`src/hw/isa_pkg.sv`:
```
// --------------------
// instruction-set constants for the integer issue stage
// functional unit and operation encodings shared by every block
// --------------------
package isa_pkg;

  // data and register file geometry
  localparam int unsigned XLEN       = 32;
  localparam int unsigned REG_ADDR_W = 5;
  localparam int unsigned NR_REGS    = 32;

  // --------------------
  // functional units
  // --------------------
  // NONE marks an entry that needs no unit at all
  typedef enum logic [3:0] {
    NONE      = 4'd0,
    ALU       = 4'd1,
    CTRL_FLOW = 4'd2,
    MULT      = 4'd3,
    LOAD      = 4'd4,
    STORE     = 4'd5,
    CSR       = 4'd6
  } fu_t;

  // --------------------
  // operations
  // --------------------
  // ADD is also the idle value of the execute payload
  typedef enum logic [6:0] {
    ADD        = 7'd0,
    SUB        = 7'd1,
    XORL       = 7'd2,
    ORL        = 7'd3,
    ANDL       = 7'd4,
    SLL        = 7'd5,
    SRL        = 7'd6,
    SRA        = 7'd7,
    EQ         = 7'd8,
    NE         = 7'd9,
    LW         = 7'd10,
    SW         = 7'd11,
    MUL        = 7'd12,
    CSR_READ   = 7'd13,
    CSR_WRITE  = 7'd14,
    SFENCE_VMA = 7'd15
  } fu_op_t;

endpackage
```
`src/hw/issue_pkg.sv`:
```
// --------------------
// structs passed between scoreboard, issue stage and execute units
// also holds the write-back port format used by commit
// --------------------
package issue_pkg;

  import isa_pkg::*;

  // transaction id tags an entry through the pipeline
  localparam int unsigned TRANS_ID_W = 3;

  // --------------------
  // scoreboard entry
  // --------------------
  typedef struct packed {
    logic [XLEN-1:0]       pc;
    logic [REG_ADDR_W-1:0] rs1;
    logic [REG_ADDR_W-1:0] rs2;
    logic [REG_ADDR_W-1:0] rd;
    // immediate value of the instruction
    logic [XLEN-1:0]       result;
    fu_t                   fu;
    fu_op_t                op;
    logic [TRANS_ID_W-1:0] trans_id;
    // operand select flags from decode
    logic                  use_pc;
    logic                  use_imm;
    logic                  use_zimm;
    // entry carries an exception, no unit is started
    logic                  ex_valid;
  } issue_entry_t;

  // payload handed to the execute stage
  typedef struct packed {
    fu_t                   fu;
    fu_op_t                operation;
    logic [XLEN-1:0]       operand_a;
    logic [XLEN-1:0]       operand_b;
    logic [XLEN-1:0]       imm;
    logic [TRANS_ID_W-1:0] trans_id;
  } fu_data_t;

  // one entry per register, names the unit that will write it
  typedef fu_t [NR_REGS-1:0] clobber_t;

  // write-back port from commit
  typedef struct packed {
    logic [REG_ADDR_W-1:0] waddr;
    logic [XLEN-1:0]       wdata;
    logic                  we;
  } commit_port_t;

endpackage

```
`src/hw/issue_read_operands.sv`:
```
// --------------------
// integer issue and read-operands stage, top level
// joins register file, hazard logic and the ID/EX register
// --------------------
`timescale 1ns/1ps

module issue_read_operands
  import isa_pkg::*;
  import issue_pkg::*;
#(
  parameter int unsigned NR_COMMIT_PORTS = 2
) (
  input  logic                               clk_i,
  input  logic                               rst_ni,
  input  logic                               flush_i,
  input  logic                               stall_i,
  // scoreboard side
  input  issue_entry_t                       issue_instr_i,
  input  logic                               issue_instr_valid_i,
  output logic                               issue_ack_o,
  output logic         [REG_ADDR_W-1:0]      rs1_o,
  input  logic         [XLEN-1:0]            rs1_i,
  input  logic                               rs1_valid_i,
  output logic         [REG_ADDR_W-1:0]      rs2_o,
  input  logic         [XLEN-1:0]            rs2_i,
  input  logic                               rs2_valid_i,
  input  clobber_t                           rd_clobber_i,
  // execute side
  output fu_data_t                           fu_data_o,
  output logic         [XLEN-1:0]            rs1_forwarding_o,
  output logic         [XLEN-1:0]            rs2_forwarding_o,
  output logic         [XLEN-1:0]            pc_o,
  input  logic                               flu_ready_i,
  input  logic                               lsu_ready_i,
  output logic                               alu_valid_o,
  output logic                               branch_valid_o,
  output logic                               mult_valid_o,
  output logic                               lsu_valid_o,
  output logic                               csr_valid_o,
  // commit write-back
  input  commit_port_t [NR_COMMIT_PORTS-1:0] commit_i,
  output logic                               stall_issue_o
);

  logic [XLEN-1:0] rdata_a;
  logic [XLEN-1:0] rdata_b;
  fu_data_t        fu_data_n;
  logic            take;

  // entry leaves the scoreboard this cycle
  assign take = issue_instr_valid_i & issue_ack_o;

  // unregistered operands for units that start early
  assign rs1_forwarding_o = fu_data_n.operand_a;
  assign rs2_forwarding_o = fu_data_n.operand_b;

  gpr_file #(
    .NR_COMMIT_PORTS (NR_COMMIT_PORTS)
  ) u_gpr_file (
    .clk_i     (clk_i),
    .rst_ni    (rst_ni),
    .raddr_a_i (rs1_o),
    .raddr_b_i (rs2_o),
    .rdata_a_o (rdata_a),
    .rdata_b_o (rdata_b),
    .commit_i  (commit_i)
  );

  operand_hazard u_operand_hazard (
    .issue_instr_i       (issue_instr_i),
    .issue_instr_valid_i (issue_instr_valid_i),
    .rs1_i               (rs1_i),
    .rs2_i               (rs2_i),
    .rs1_valid_i         (rs1_valid_i),
    .rs2_valid_i         (rs2_valid_i),
    .rd_clobber_i        (rd_clobber_i),
    .rdata_a_i           (rdata_a),
    .rdata_b_i           (rdata_b),
    .flu_ready_i         (flu_ready_i),
    .lsu_ready_i         (lsu_ready_i),
    .stall_i             (stall_i),
    .mult_issued_i       (mult_valid_o),
    .issue_ack_o         (issue_ack_o),
    .stall_o             (stall_issue_o),
    .rs1_o               (rs1_o),
    .rs2_o               (rs2_o),
    .fu_data_n_o         (fu_data_n)
  );

  fu_dispatch u_fu_dispatch (
    .clk_i          (clk_i),
    .rst_ni         (rst_ni),
    .flush_i        (flush_i),
    .take_i         (take),
    .ex_valid_i     (issue_instr_i.ex_valid),
    .fu_i           (issue_instr_i.fu),
    .fu_data_n_i    (fu_data_n),
    .pc_i           (issue_instr_i.pc),
    .fu_data_o      (fu_data_o),
    .pc_o           (pc_o),
    .alu_valid_o    (alu_valid_o),
    .branch_valid_o (branch_valid_o),
    .mult_valid_o   (mult_valid_o),
    .lsu_valid_o    (lsu_valid_o),
    .csr_valid_o    (csr_valid_o)
  );

endmodule

```
`src/hw/fu_dispatch.sv`:
```
// --------------------
// ID/EX pipeline register and unit valid pulses
// one cycle from acknowledge to the valid of the selected unit
// --------------------
`timescale 1ns/1ps

module fu_dispatch
  import isa_pkg::*;
  import issue_pkg::*;
(
  input  logic            clk_i,
  input  logic            rst_ni,
  input  logic            flush_i,
  // entry accepted this cycle
  input  logic            take_i,
  input  logic            ex_valid_i,
  input  fu_t             fu_i,
  input  fu_data_t        fu_data_n_i,
  input  logic [XLEN-1:0] pc_i,
  output fu_data_t        fu_data_o,
  output logic [XLEN-1:0] pc_o,
  output logic            alu_valid_o,
  output logic            branch_valid_o,
  output logic            mult_valid_o,
  output logic            lsu_valid_o,
  output logic            csr_valid_o
);

  // alu, branch, mult, lsu, csr from msb to lsb
  logic [4:0] valid_n;
  logic [4:0] valid_q;

  // --------------------
  // unit select
  // --------------------
  always_comb begin : unit_select
    valid_n = '0;
    // an exception is passed on without starting a unit
    if (take_i && !ex_valid_i) begin
      case (fu_i)
        ALU:         valid_n[4] = 1'b1;
        CTRL_FLOW:   valid_n[3] = 1'b1;
        MULT:        valid_n[2] = 1'b1;
        LOAD, STORE: valid_n[1] = 1'b1;
        CSR:         valid_n[0] = 1'b1;
        default:     valid_n    = '0;
      endcase
    end
    // flush kills whatever would start next cycle
    if (flush_i) begin
      valid_n = '0;
    end
  end

  always_ff @(posedge clk_i or negedge rst_ni) begin : valid_reg
    if (!rst_ni) begin
      valid_q <= '0;
    end else begin
      valid_q <= valid_n;
    end
  end

  assign alu_valid_o    = valid_q[4];
  assign branch_valid_o = valid_q[3];
  assign mult_valid_o   = valid_q[2];
  assign lsu_valid_o    = valid_q[1];
  assign csr_valid_o    = valid_q[0];

  // --------------------
  // payload register
  // --------------------
  // loaded every edge, units only look at it under their valid
  always_ff @(posedge clk_i or negedge rst_ni) begin : payload_reg
    if (!rst_ni) begin
      fu_data_o.fu        <= NONE;
      fu_data_o.operation <= ADD;
      fu_data_o.operand_a <= '0;
      fu_data_o.operand_b <= '0;
      fu_data_o.imm       <= '0;
      fu_data_o.trans_id  <= '0;
      pc_o                <= '0;
    end else begin
      fu_data_o           <= fu_data_n_i;
      pc_o                <= pc_i;
    end
  end

endmodule

```
`src/hw/operand_hazard.sv`:
```
// --------------------
// combinational hazard check and operand select for the issue stage
// decides the acknowledge and builds the next execute payload
// --------------------
`timescale 1ns/1ps

module operand_hazard
  import isa_pkg::*;
  import issue_pkg::*;
(
  // entry from the scoreboard
  input  issue_entry_t          issue_instr_i,
  input  logic                  issue_instr_valid_i,
  // forwarding values from the scoreboard
  input  logic [XLEN-1:0]       rs1_i,
  input  logic [XLEN-1:0]       rs2_i,
  input  logic                  rs1_valid_i,
  input  logic                  rs2_valid_i,
  input  clobber_t              rd_clobber_i,
  // register file read data
  input  logic [XLEN-1:0]       rdata_a_i,
  input  logic [XLEN-1:0]       rdata_b_i,
  // unit readiness and external stall
  input  logic                  flu_ready_i,
  input  logic                  lsu_ready_i,
  input  logic                  stall_i,
  // a multiply left the stage in the last cycle
  input  logic                  mult_issued_i,
  output logic                  issue_ack_o,
  output logic                  stall_o,
  // source register addresses
  output logic [REG_ADDR_W-1:0] rs1_o,
  output logic [REG_ADDR_W-1:0] rs2_o,
  output fu_data_t              fu_data_n_o
);

  fu_t  rs1_clobber;
  fu_t  rs2_clobber;
  logic csr_fwd_ok;
  logic forward_rs1;
  logic forward_rs2;
  logic stall;
  logic fu_busy;

  assign rs1_o = issue_instr_i.rs1;
  assign rs2_o = issue_instr_i.rs2;

  // pending writer of each source
  assign rs1_clobber = rd_clobber_i[issue_instr_i.rs1];
  assign rs2_clobber = rd_clobber_i[issue_instr_i.rs2];

  // sfence may take its operands from a csr writer
  assign csr_fwd_ok = (issue_instr_i.op == SFENCE_VMA);

  // --------------------
  // operand availability
  // --------------------
  always_comb begin : operands_available
    stall       = stall_i;
    forward_rs1 = 1'b0;
    forward_rs2 = 1'b0;
    // zimm lives in the rs1 field, nothing to wait for
    if (!issue_instr_i.use_zimm && (rs1_clobber != NONE)) begin
      // csr results are only reachable through the register file
      if (rs1_valid_i && ((rs1_clobber != CSR) || csr_fwd_ok)) begin
        forward_rs1 = 1'b1;
      end else begin
        stall = 1'b1;
      end
    end
    if (rs2_clobber != NONE) begin
      if (rs2_valid_i && ((rs2_clobber != CSR) || csr_fwd_ok)) begin
        forward_rs2 = 1'b1;
      end else begin
        stall = 1'b1;
      end
    end
  end

  assign stall_o = stall;

  // busy flag of the unit this entry needs
  always_comb begin : unit_busy
    case (issue_instr_i.fu)
      ALU, CTRL_FLOW, CSR, MULT: fu_busy = ~flu_ready_i;
      LOAD, STORE:               fu_busy = ~lsu_ready_i;
      default:                   fu_busy = 1'b0;
    endcase
  end

  // --------------------
  // acknowledge
  // --------------------
  always_comb begin : issue_ack
    issue_ack_o = 1'b0;
    if (issue_instr_valid_i) begin
      if (!stall && !fu_busy) begin
        issue_ack_o = 1'b1;
      end
      // exceptions and unit-less entries pass regardless of stall or busy
      if (issue_instr_i.ex_valid || (issue_instr_i.fu == NONE)) begin
        issue_ack_o = 1'b1;
      end
    end
    // keep the fixed latency write-back free behind a multiply
    if (mult_issued_i && (issue_instr_i.fu inside {ALU, CTRL_FLOW, CSR})) begin
      issue_ack_o = 1'b0;
    end
  end

  // --------------------
  // operand mux
  // --------------------
  always_comb begin : operand_select
    fu_data_n_o.fu        = issue_instr_i.fu;
    fu_data_n_o.operation = issue_instr_i.op;
    fu_data_n_o.trans_id  = issue_instr_i.trans_id;
    fu_data_n_o.imm       = issue_instr_i.result;
    // register file unless forwarded
    fu_data_n_o.operand_a = forward_rs1 ? rs1_i : rdata_a_i;
    fu_data_n_o.operand_b = forward_rs2 ? rs2_i : rdata_b_i;
    if (issue_instr_i.use_pc) begin
      fu_data_n_o.operand_a = XLEN'($signed(issue_instr_i.pc));
    end
    // zimm beats pc
    if (issue_instr_i.use_zimm) begin
      fu_data_n_o.operand_a = {{(XLEN-REG_ADDR_W){1'b0}}, issue_instr_i.rs1};
    end
    // stores and branches keep rs2, their immediate travels in imm
    if (issue_instr_i.use_imm && !(issue_instr_i.fu inside {STORE, CTRL_FLOW})) begin
      fu_data_n_o.operand_b = issue_instr_i.result;
    end
  end

endmodule

```
`src/hw/gpr_file.sv`:
```
// --------------------
// integer register file, 32 x XLEN
// two combinational read ports, one write per commit port
// x0 is hard wired to zero
// --------------------
`timescale 1ns/1ps

module gpr_file
  import isa_pkg::*;
  import issue_pkg::*;
#(
  parameter int unsigned NR_COMMIT_PORTS = 2
) (
  input  logic                                clk_i,
  input  logic                                rst_ni,
  // read side, addresses straight from the entry
  input  logic         [REG_ADDR_W-1:0]       raddr_a_i,
  input  logic         [REG_ADDR_W-1:0]       raddr_b_i,
  output logic         [XLEN-1:0]             rdata_a_o,
  output logic         [XLEN-1:0]             rdata_b_o,
  // write side from commit
  input  commit_port_t [NR_COMMIT_PORTS-1:0]  commit_i
);

  // x0 has no storage
  logic [NR_REGS-1:1][XLEN-1:0] regs_q;
  logic [NR_REGS-1:1][XLEN-1:0] regs_n;

  // --------------------
  // write port merge
  // --------------------
  // ports are walked in rising order so the highest index wins a clash
  always_comb begin : write_merge
    regs_n = regs_q;
    for (int p = 0; p < NR_COMMIT_PORTS; p++) begin
      // writes to x0 are dropped
      if (commit_i[p].we && (commit_i[p].waddr != '0)) begin
        regs_n[commit_i[p].waddr] = commit_i[p].wdata;
      end
    end
  end

  always_ff @(posedge clk_i or negedge rst_ni) begin : reg_store
    if (!rst_ni) begin
      regs_q <= '0;
    end else begin
      regs_q <= regs_n;
    end
  end

  // --------------------
  // read ports
  // --------------------
  // zero latency, a write is seen from the cycle after its edge
  assign rdata_a_o = (raddr_a_i == '0) ? '0 : regs_q[raddr_a_i];
  assign rdata_b_o = (raddr_b_i == '0) ? '0 : regs_q[raddr_b_i];

endmodule

```
`config.mk`:
```
export PLATFORM = sky130hd
export DESIGN_NAME = issue_read_operands
export DESIGN_NICKNAME = d
export VERILOG_FILES = /design/src/hw/isa_pkg.sv /design/src/hw/issue_pkg.sv /design/src/hw/issue_read_operands.sv /design/src/hw/fu_dispatch.sv /design/src/hw/operand_hazard.sv /design/src/hw/gpr_file.sv
export SDC_FILE = /design/constraint.sdc
export NUM_CORES = 2
export LEC_CHECK = 0
export ABC_AREA = 0
export BUFFER_PORTS_ARGS = -buffer_cell sky130_fd_sc_hd__buf_4
export CELL_PAD_IN_SITES_DETAIL_PLACEMENT = 0
export CELL_PAD_IN_SITES_GLOBAL_PLACEMENT = 1
export CORE_MARGIN = 4
export CORE_UTILIZATION = 40
export DETAILED_ROUTE_END_ITERATION = 10
export MAX_ROUTING_LAYER = met4
export PLACE_DENSITY_LB_ADDON = 0.1
export SLEW_MARGIN = 30
export SYNTH_ARGS = -nofsm -noshare
export SYNTH_HDL_FRONTEND = slang
export SYNTH_HIERARCHICAL = 1
export SYNTH_SLANG_ARGS = --single-unit
export TNS_END_PERCENT = 1
```
`constraint.sdc`:
```
create_clock -name clk_i -period 3.15 [get_ports clk_i]
set_clock_uncertainty 0.2 [all_clocks]
set_input_delay 0.4725 -clock clk_i [delete_from_list [all_inputs] [get_ports clk_i]]
set_output_delay 0.4725 -clock clk_i [all_outputs]
set_load 0.05 [all_outputs]
```
Yosys cells after proc, flatten, opt, wreduce, memory -nomap -nowiden

Index checks and enable logic that the tools add are counted.

Reductions and logical operators: 30
Magnitude comparators: 6
Bitwise gates (word level): 3
Mux-type cells: 43
Equal/unequal tests: 9

Operators with widths:

| operator             | count |
|---|---|
| $bwmux W992          | 2 |
| $mux W992            | 2 |
| $mux W32             | 11 |
| $bmux W32 S5         | 2 |
| $demux W32 S5        | 2 |
| $bmux W4 S5          | 2 |
| $lt A5 B6 Y1 const B | 4 |
| $mux W1              | 17 |
| $eq A4 B3 Y1 const B | 3 |
| $logic_and A1 B1 Y1  | 11 |
| $ge A5 B1 Y1 const B | 2 |
| $logic_not A5 Y1     | 2 |
| $mux W5              | 2 |
| $reduce_bool A5 Y1   | 2 |
| $eq A4 B2 Y1 const B | 2 |
| $mux W4              | 2 |
| $ne A4 B3 Y1 const B | 2 |
| $reduce_bool A4 Y1   | 2 |
| $eq A7 B4 Y1 const B | 1 |
| $logic_not A1 Y1     | 5 |
| $eq A4 B1 Y1 const B | 1 |
| $logic_not A4 Y1     | 1 |
| $reduce_or A4 Y1     | 1 |
| $logic_or A1 B1 Y1   | 3 |
| 6 further kinds      | 7 |

Output and inout bits: 223
Register bits: 1,139
Bits of input ports: 374
Word-level logic and storage cells: 130

Depth between registers and ports, before layout

Depth in word-level cells: 19
Depth in mapped cells: 14
Gate-level depth less buffers: 11

Hierarchy

The synthesis kept the hierarchy.

By module, submodules not included:

| module              | instances | area each (um^2) | cells an instance |
|---|---|---|---|
| gpr_file            | 1         | 62,427.4         | 6,181 |
| operand_hazard      | 1         | 4,478.0          | 607 |
| fu_dispatch         | 1         | 3,764.9          | 156 |
| issue_read_operands | 1         | 6.3              | 1 |

Worst setup path before layout

No wires, ideal clock.

Kind: input port to output port
Start: input port issue_instr_i[61] (netlist name)
End: output port rs1_forwarding_o[31]
Setup slack: -2.217 ns
Stages on the path: 9
Arrival: 4.694 ns
Path buffers: 2
Cells stage by stage: buf_4 -> mux4_2 -> o211ai_1 -> nand4_1 -> and3_1 -> o32ai_2 -> clkbuf_1 -> nor3_1 -> a2111oi_0

Word-level cells in the longest chain between the ends: 10
Elaborated cells between the ends (all ways): 16

Ends and longest elaborated chain:

| element                       | line                      | source |
|---|---|---|
| start: declaration            | issue_read_operands.sv:18 | `input issue_entry_t issue_instr_i,` |
| $bmux W4 S5                   | operand_hazard.sv:49      | `assign rs1_clobber = rd_clobber_i[issue_instr_i.rs1];` |
| $mux W4 (implied by the code) | operand_hazard.sv:49      |  |
| $ne A4 B3 Y1                  | operand_hazard.sv:65      | `if (rs1_valid_i && ((rs1_clobber != CSR) \|\| csr_fwd_ok)) begin` |
| $logic_or A1 B1 Y1            | operand_hazard.sv:65      |  |
| $logic_and A1 B1 Y1           | operand_hazard.sv:65      |  |
| $mux W1                       | operand_hazard.sv:65      |  |
| $mux W1                       | operand_hazard.sv:63      | `if (!issue_instr_i.use_zimm && (rs1_clobber != NONE)) begin` |
| $mux W32 *                    | operand_hazard.sv:120     | `fu_data_n_o.operand_a = forward_rs1 ? rs1_i : rdata_a_i;` |
| $mux W32 *                    | operand_hazard.sv:122     | `if (issue_instr_i.use_pc) begin` |
| $mux W32 *                    | operand_hazard.sv:126     | `if (issue_instr_i.use_zimm) begin` |
| end: declaration              | issue_read_operands.sv:30 | `output logic [XLEN-1:0] rs1_forwarding_o,` |

Every way passes the cells marked *; elsewhere a longest branch is shown, timed or not. The select of a mux whose other input is x is not followed.

Worst setup path after layout

Start: input port issue_instr_i[61] (netlist name)
End: output port rs1_forwarding_o[28]

Elaborated cells between the ends (all ways): 16

RTL lines:

| element                        | line                      | source |
|---|---|---|
| $bmux W32 S5                   | gpr_file.sv:55            | `assign rdata_a_o = (raddr_a_i == '0) ? '0 : regs_q[raddr_a_i];` |
| $mux W32 (implied by the code) | gpr_file.sv:55            |  |
| $mux W32 *                     | gpr_file.sv:55            |  |
| named net rdata_a[28]          | issue_read_operands.sv:45 | `logic [XLEN-1:0] rdata_a;` |
| $mux W32 *                     | operand_hazard.sv:120     |  |
| $mux W32 *                     | operand_hazard.sv:122     |  |
| $mux W32 *                     | operand_hazard.sv:126     |  |

Mark *: on every way through the listed nets, which the timed path passes. The rest lies on a longest branch. The select of a mux whose other input is x is not followed.

==> impl_results.rst <==
.. list-table::
   :header-rows: 1

   * - Metric
     - Value
   * - Most common cell in the netlist
     - dfrtp_1
   * - Reported net switching power
     - 18.2 mW
   * - Clock edge transition at the registers on the reported setup and hold paths
     - 60 ps
   * - Nets@finish
     - 8166
   * - Relative contribution of the clock network to total power
     - 0.317
   * - Routed Antenna Nets
     - 0
   * - Iteration-0 DRC count of the detailed router
     - 7284
   * - Maximum resistive drop on vdd
     - 0.000508 V
   * - Biggest cell delay along the critical path
     - 380 ps
   * - Async set-or-reset flop fraction in the synthesized netlist
     - 1.00
   * - Register-to-register setup slack
     - 290 ps
   * - Area overhead of the layout relative to synthesis
     - 28.6%
   * - Pin count of the biggest net entering global routing
     - 86
   * - Number of synthesized flops with an enable pin
     - 0
   * - Slack of the critical path
     - -1030 ps
   * - Cell area after technology mapping
     - 70700 um^2
   * - Total of fill cells in the finished design
     - 15700
   * - Total power divided by cell area
     - 602 nW/um^2
   * - Number of buffer and inverter stages on the critical path
     - 9
   * - Part of the power in combinational logic
     - 0.300
   * - Floorplan die area
     - 183000 um^2
   * - Most area-hungry cell type in the Yosys netlist
     - dfrtp_1
   * - Top-Level Pins
     - 597
   * - Via count of the first global-routing pass
     - 62300
   * - Overall die width
     - 428 um
   * - Global-route wire length before repair
     - 501 mm
   * - Final Max Slew Viols
     - 0
   * - Fraction of power spent switching nets
     - 0.332
   * - Leakage power
     - 41.4 nW
   * - Clock root cell
     - clkbuf_16
   * - Worst slew slack as a fraction of its limit
     - 0.441
   * - Routed WL
     - 360 mm
   * - Total of buffers placed on input and output ports
     - 591
   * - Reg power frac
     - 0.383
   * - Top post-synthesis cells by count
     - dfrtp_1, mux2i_1, nand2_1, a21oi_1, nor2_1
   * - Synth cell types
     - 74
   * - Maximum net fanout on the critical path
     - 20
   * - Clock buffers created by TritonCTS
     - 142
   * - Total via count in the routed design
     - 64000
   * - GRT Total Usage
     - 0.393
   * - Finished Core Util
     - 0.517
   * - Top flip-flop cell by instance count after synthesis
     - dfrtp_1
   * - Critical path data required time
     - 2480 ps
   * - Total nets after synthesis
     - 7319
   * - Post-DR vias/cell
     - 6.23
   * - Routability-driven placement congestion ratio
     - 0.973
   * - Slowest stage cell on the critical path
     - a2111oi_4
   * - Most area-consuming cells after synthesis
     - dfrtp_1, mux2i_1, mux4_2
   * - Flip-flop and latch count after synthesis
     - 1139
   * - Violated checks
     - setup timing
   * - Max-cap viol count
     - 0
   * - Slew at the pin closest to its max-slew limit
     - 839 ps
   * - Maximum root-to-sink buffer count
     - 3
   * - Initial cell density of the core
     - 0.402
   * - Total global routing overflow
     - 0
   * - Number of clock sinks
     - 1139
   * - Cells after synthesis
     - 6945
   * - Skew-Pair Late Insertion Delay
     - 820 ps
   * - Internal power
     - 36.6 mW
   * - Tmin final
     - 4180 ps
   * - Setup TNS
     - -55900 ps
   * - Minimum hold slack
     - 20.4 ps
   * - Synthesis Warnings
     - 6
   * - Average footprint of a synthesized cell
     - 10.2 um^2
   * - Final-report hold violation count
     - 0
   * - Setup-violating endpoint count in the final report
     - 69
   * - Beginning of the worst register-to-register path
     - u_gpr_file/regs_q[444]$_DFF_PN0_
   * - RSZ-0062 raised after global routing
     - yes
   * - Startpoint Class
     - input port
   * - Placement row count
     - 154
   * - HP Class
     - input port to async pin
   * - Crit path kind
     - input port to output pin
   * - Sequential area share after synthesis
     - 0.403
   * - CTS tree
     - done
   * - Total core area
     - 176000 um^2
   * - Capture point of the worst reg-to-reg path
     - u_fu_dispatch/fu_data_o[95]$_DFF_PN0_
   * - CP most frequent cell
     - buf_12
   * - Fraction of layout cells with a size suffix above 1
     - 0.287
   * - Share of the clock period used by the worst path
     - 1.33
   * - Cell family with most CP delay
     - buffers and inverters
   * - Worst-path cell chain
     - buf_12 -> buf_12 -> buf_12 -> buf_16 -> buf_12 -> nor2b_4 -> buf_12 -> buf_4 -> a22oi_1 -> o21ai_0 -> nand2_1 -> o211ai_1 -> buf_4 -> nor3_2 -> a2111oi_4 -> buf_4
   * - Worst path arrival time
     - 3500 ps
   * - Post-detailed-route DRC marker count
     - 0
   * - Worst setup path startpoint
     - issue_instr_i[61]
   * - Outcome
     - complete, but fails checks
   * - Cells on worst reg2reg path
     - 9
   * - Initial antenna violation count
     - 33
   * - Y dimension of the die
     - 428 um
   * - Total power
     - 54.8 mW
   * - Element type at the critical path end
     - output pin
   * - Routed wire length per instance
     - 35.1 um
   * - Total iterations of the first detailed-routing run
     - 6
   * - CTS HTree Levels
     - 4
   * - Detailed placer's ending HPWL
     - 234 mm
   * - Maximum clock frequency
     - 239 MHz
   * - Share of Yosys cell area claimed by the top area cell type
     - 0.403
==> metal layers <==
layer / track usage / wire (um) / vias to the layer above
li1: - / - / 27000
met1: 0.484 / 139000 / 32500
met2: 0.604 / 167000 / 3639
met3: 0.0853 / 31500 / 892
met4: 0.212 / 23100 / 0
met5: - / 0 / -
==> power by group through the flow <==
stage,combinational [mW],sequential (mW),clock [mW]
floorplan,9.42,20.6,0
global placement,15.3,20.9,0
detailed placement,15.5,21.0,0
CTS,16.1,20.8,17.6
global route,17.5,21.3,18.2
finish,16.4,21.0,17.4
==> cell families after synthesis <==
logic type / after synthesis / synth area share
muxes: 1548 / 0.301
and+or+nand+nor: 1786 / 0.107
buffers and inverters: 876 / 0.0582
AOI/OAI and AO/OA: 1596 / 0.131
DFF: 1139 / 0.403
==> worst max-delay path by stage <==
stage / cells past startpoint / slack (ps) / to
finish: 16 / -1030 / rs1_forwarding_o[28]
global route: 14 / -1030 / rs1_forwarding_o[18]
CTS: 12 / -960 / rs1_forwarding_o[8]
detailed placement: 15 / -1370 / rs2_forwarding_o[30]
global placement: 16 / -1400 / rs1_forwarding_o[9]
floorplan: 12 / -660 / u_fu_dispatch/valid_q[4]$_DFF_PN0_
==> cell usage in the layout (no fill, tap or decap), types with 151 or more instances in the layout <==
cell and n:
clkbuf_16 151, mux4_2 452, dfrtp_1 1139, buf_12 181, nor2_1 559, o21ai_0 536
buf_4 1056, mux2i_1 1027, a21oi_1 622, dlygate4sd3_1 211, nand2_1 846
==> stage by stage <==
| step | cell area, um^2 | std cells | worst slack [ps] |
|---|---|---|---|
| after floorplan | 71200 | 6945 | -662 |
| after global placement | 82700 | 9759 | -1400 |
| after detailed placement | 82800 | 9759 | -1370 |
| after CTS | 90600 | 10200 | -960 |
| after global routing | 90900 | 10300 | -1030 |
| final | 90900 | 10300 | -1030 |
==> registers in the layout, summed over array words and instances, names as in the netlist <==
name	flops
u_gpr_file/regs_q	992
u_fu_dispatch/fu_data_o	110
u_fu_dispatch/pc_o	32
u_fu_dispatch/valid_q	5
==> cell type report <==
class / count / area (um^2) / share of cell area
Sequential cell: 1139 / 28500 / 0.314
Timing Repair Buffer: 1536 / 14900 / 0.164
Clock inverter: 45 / 552 / 0.00607
Tap cell: 2340 / 2930 / 0.0322
Antenna cell: 36 / 90.1 / 0.000991
Inverter: 43 / 164 / 0.00180
Clock buffer: 213 / 4320 / 0.0475
Multi-Input combinational cell: 4930 / 39500 / 0.434
==> repair_timing <==
action	4_1_cts	5_1_grt
hold buffers	211	0
hold endpoints to repair	1553	0
resized for setup	163	25
setup buffers	11	5
cloned	1	3
pin swaps	48	16
endpoints found under the setup margin	70	70
No activity file was read; power rests on OpenSTA's default activity.
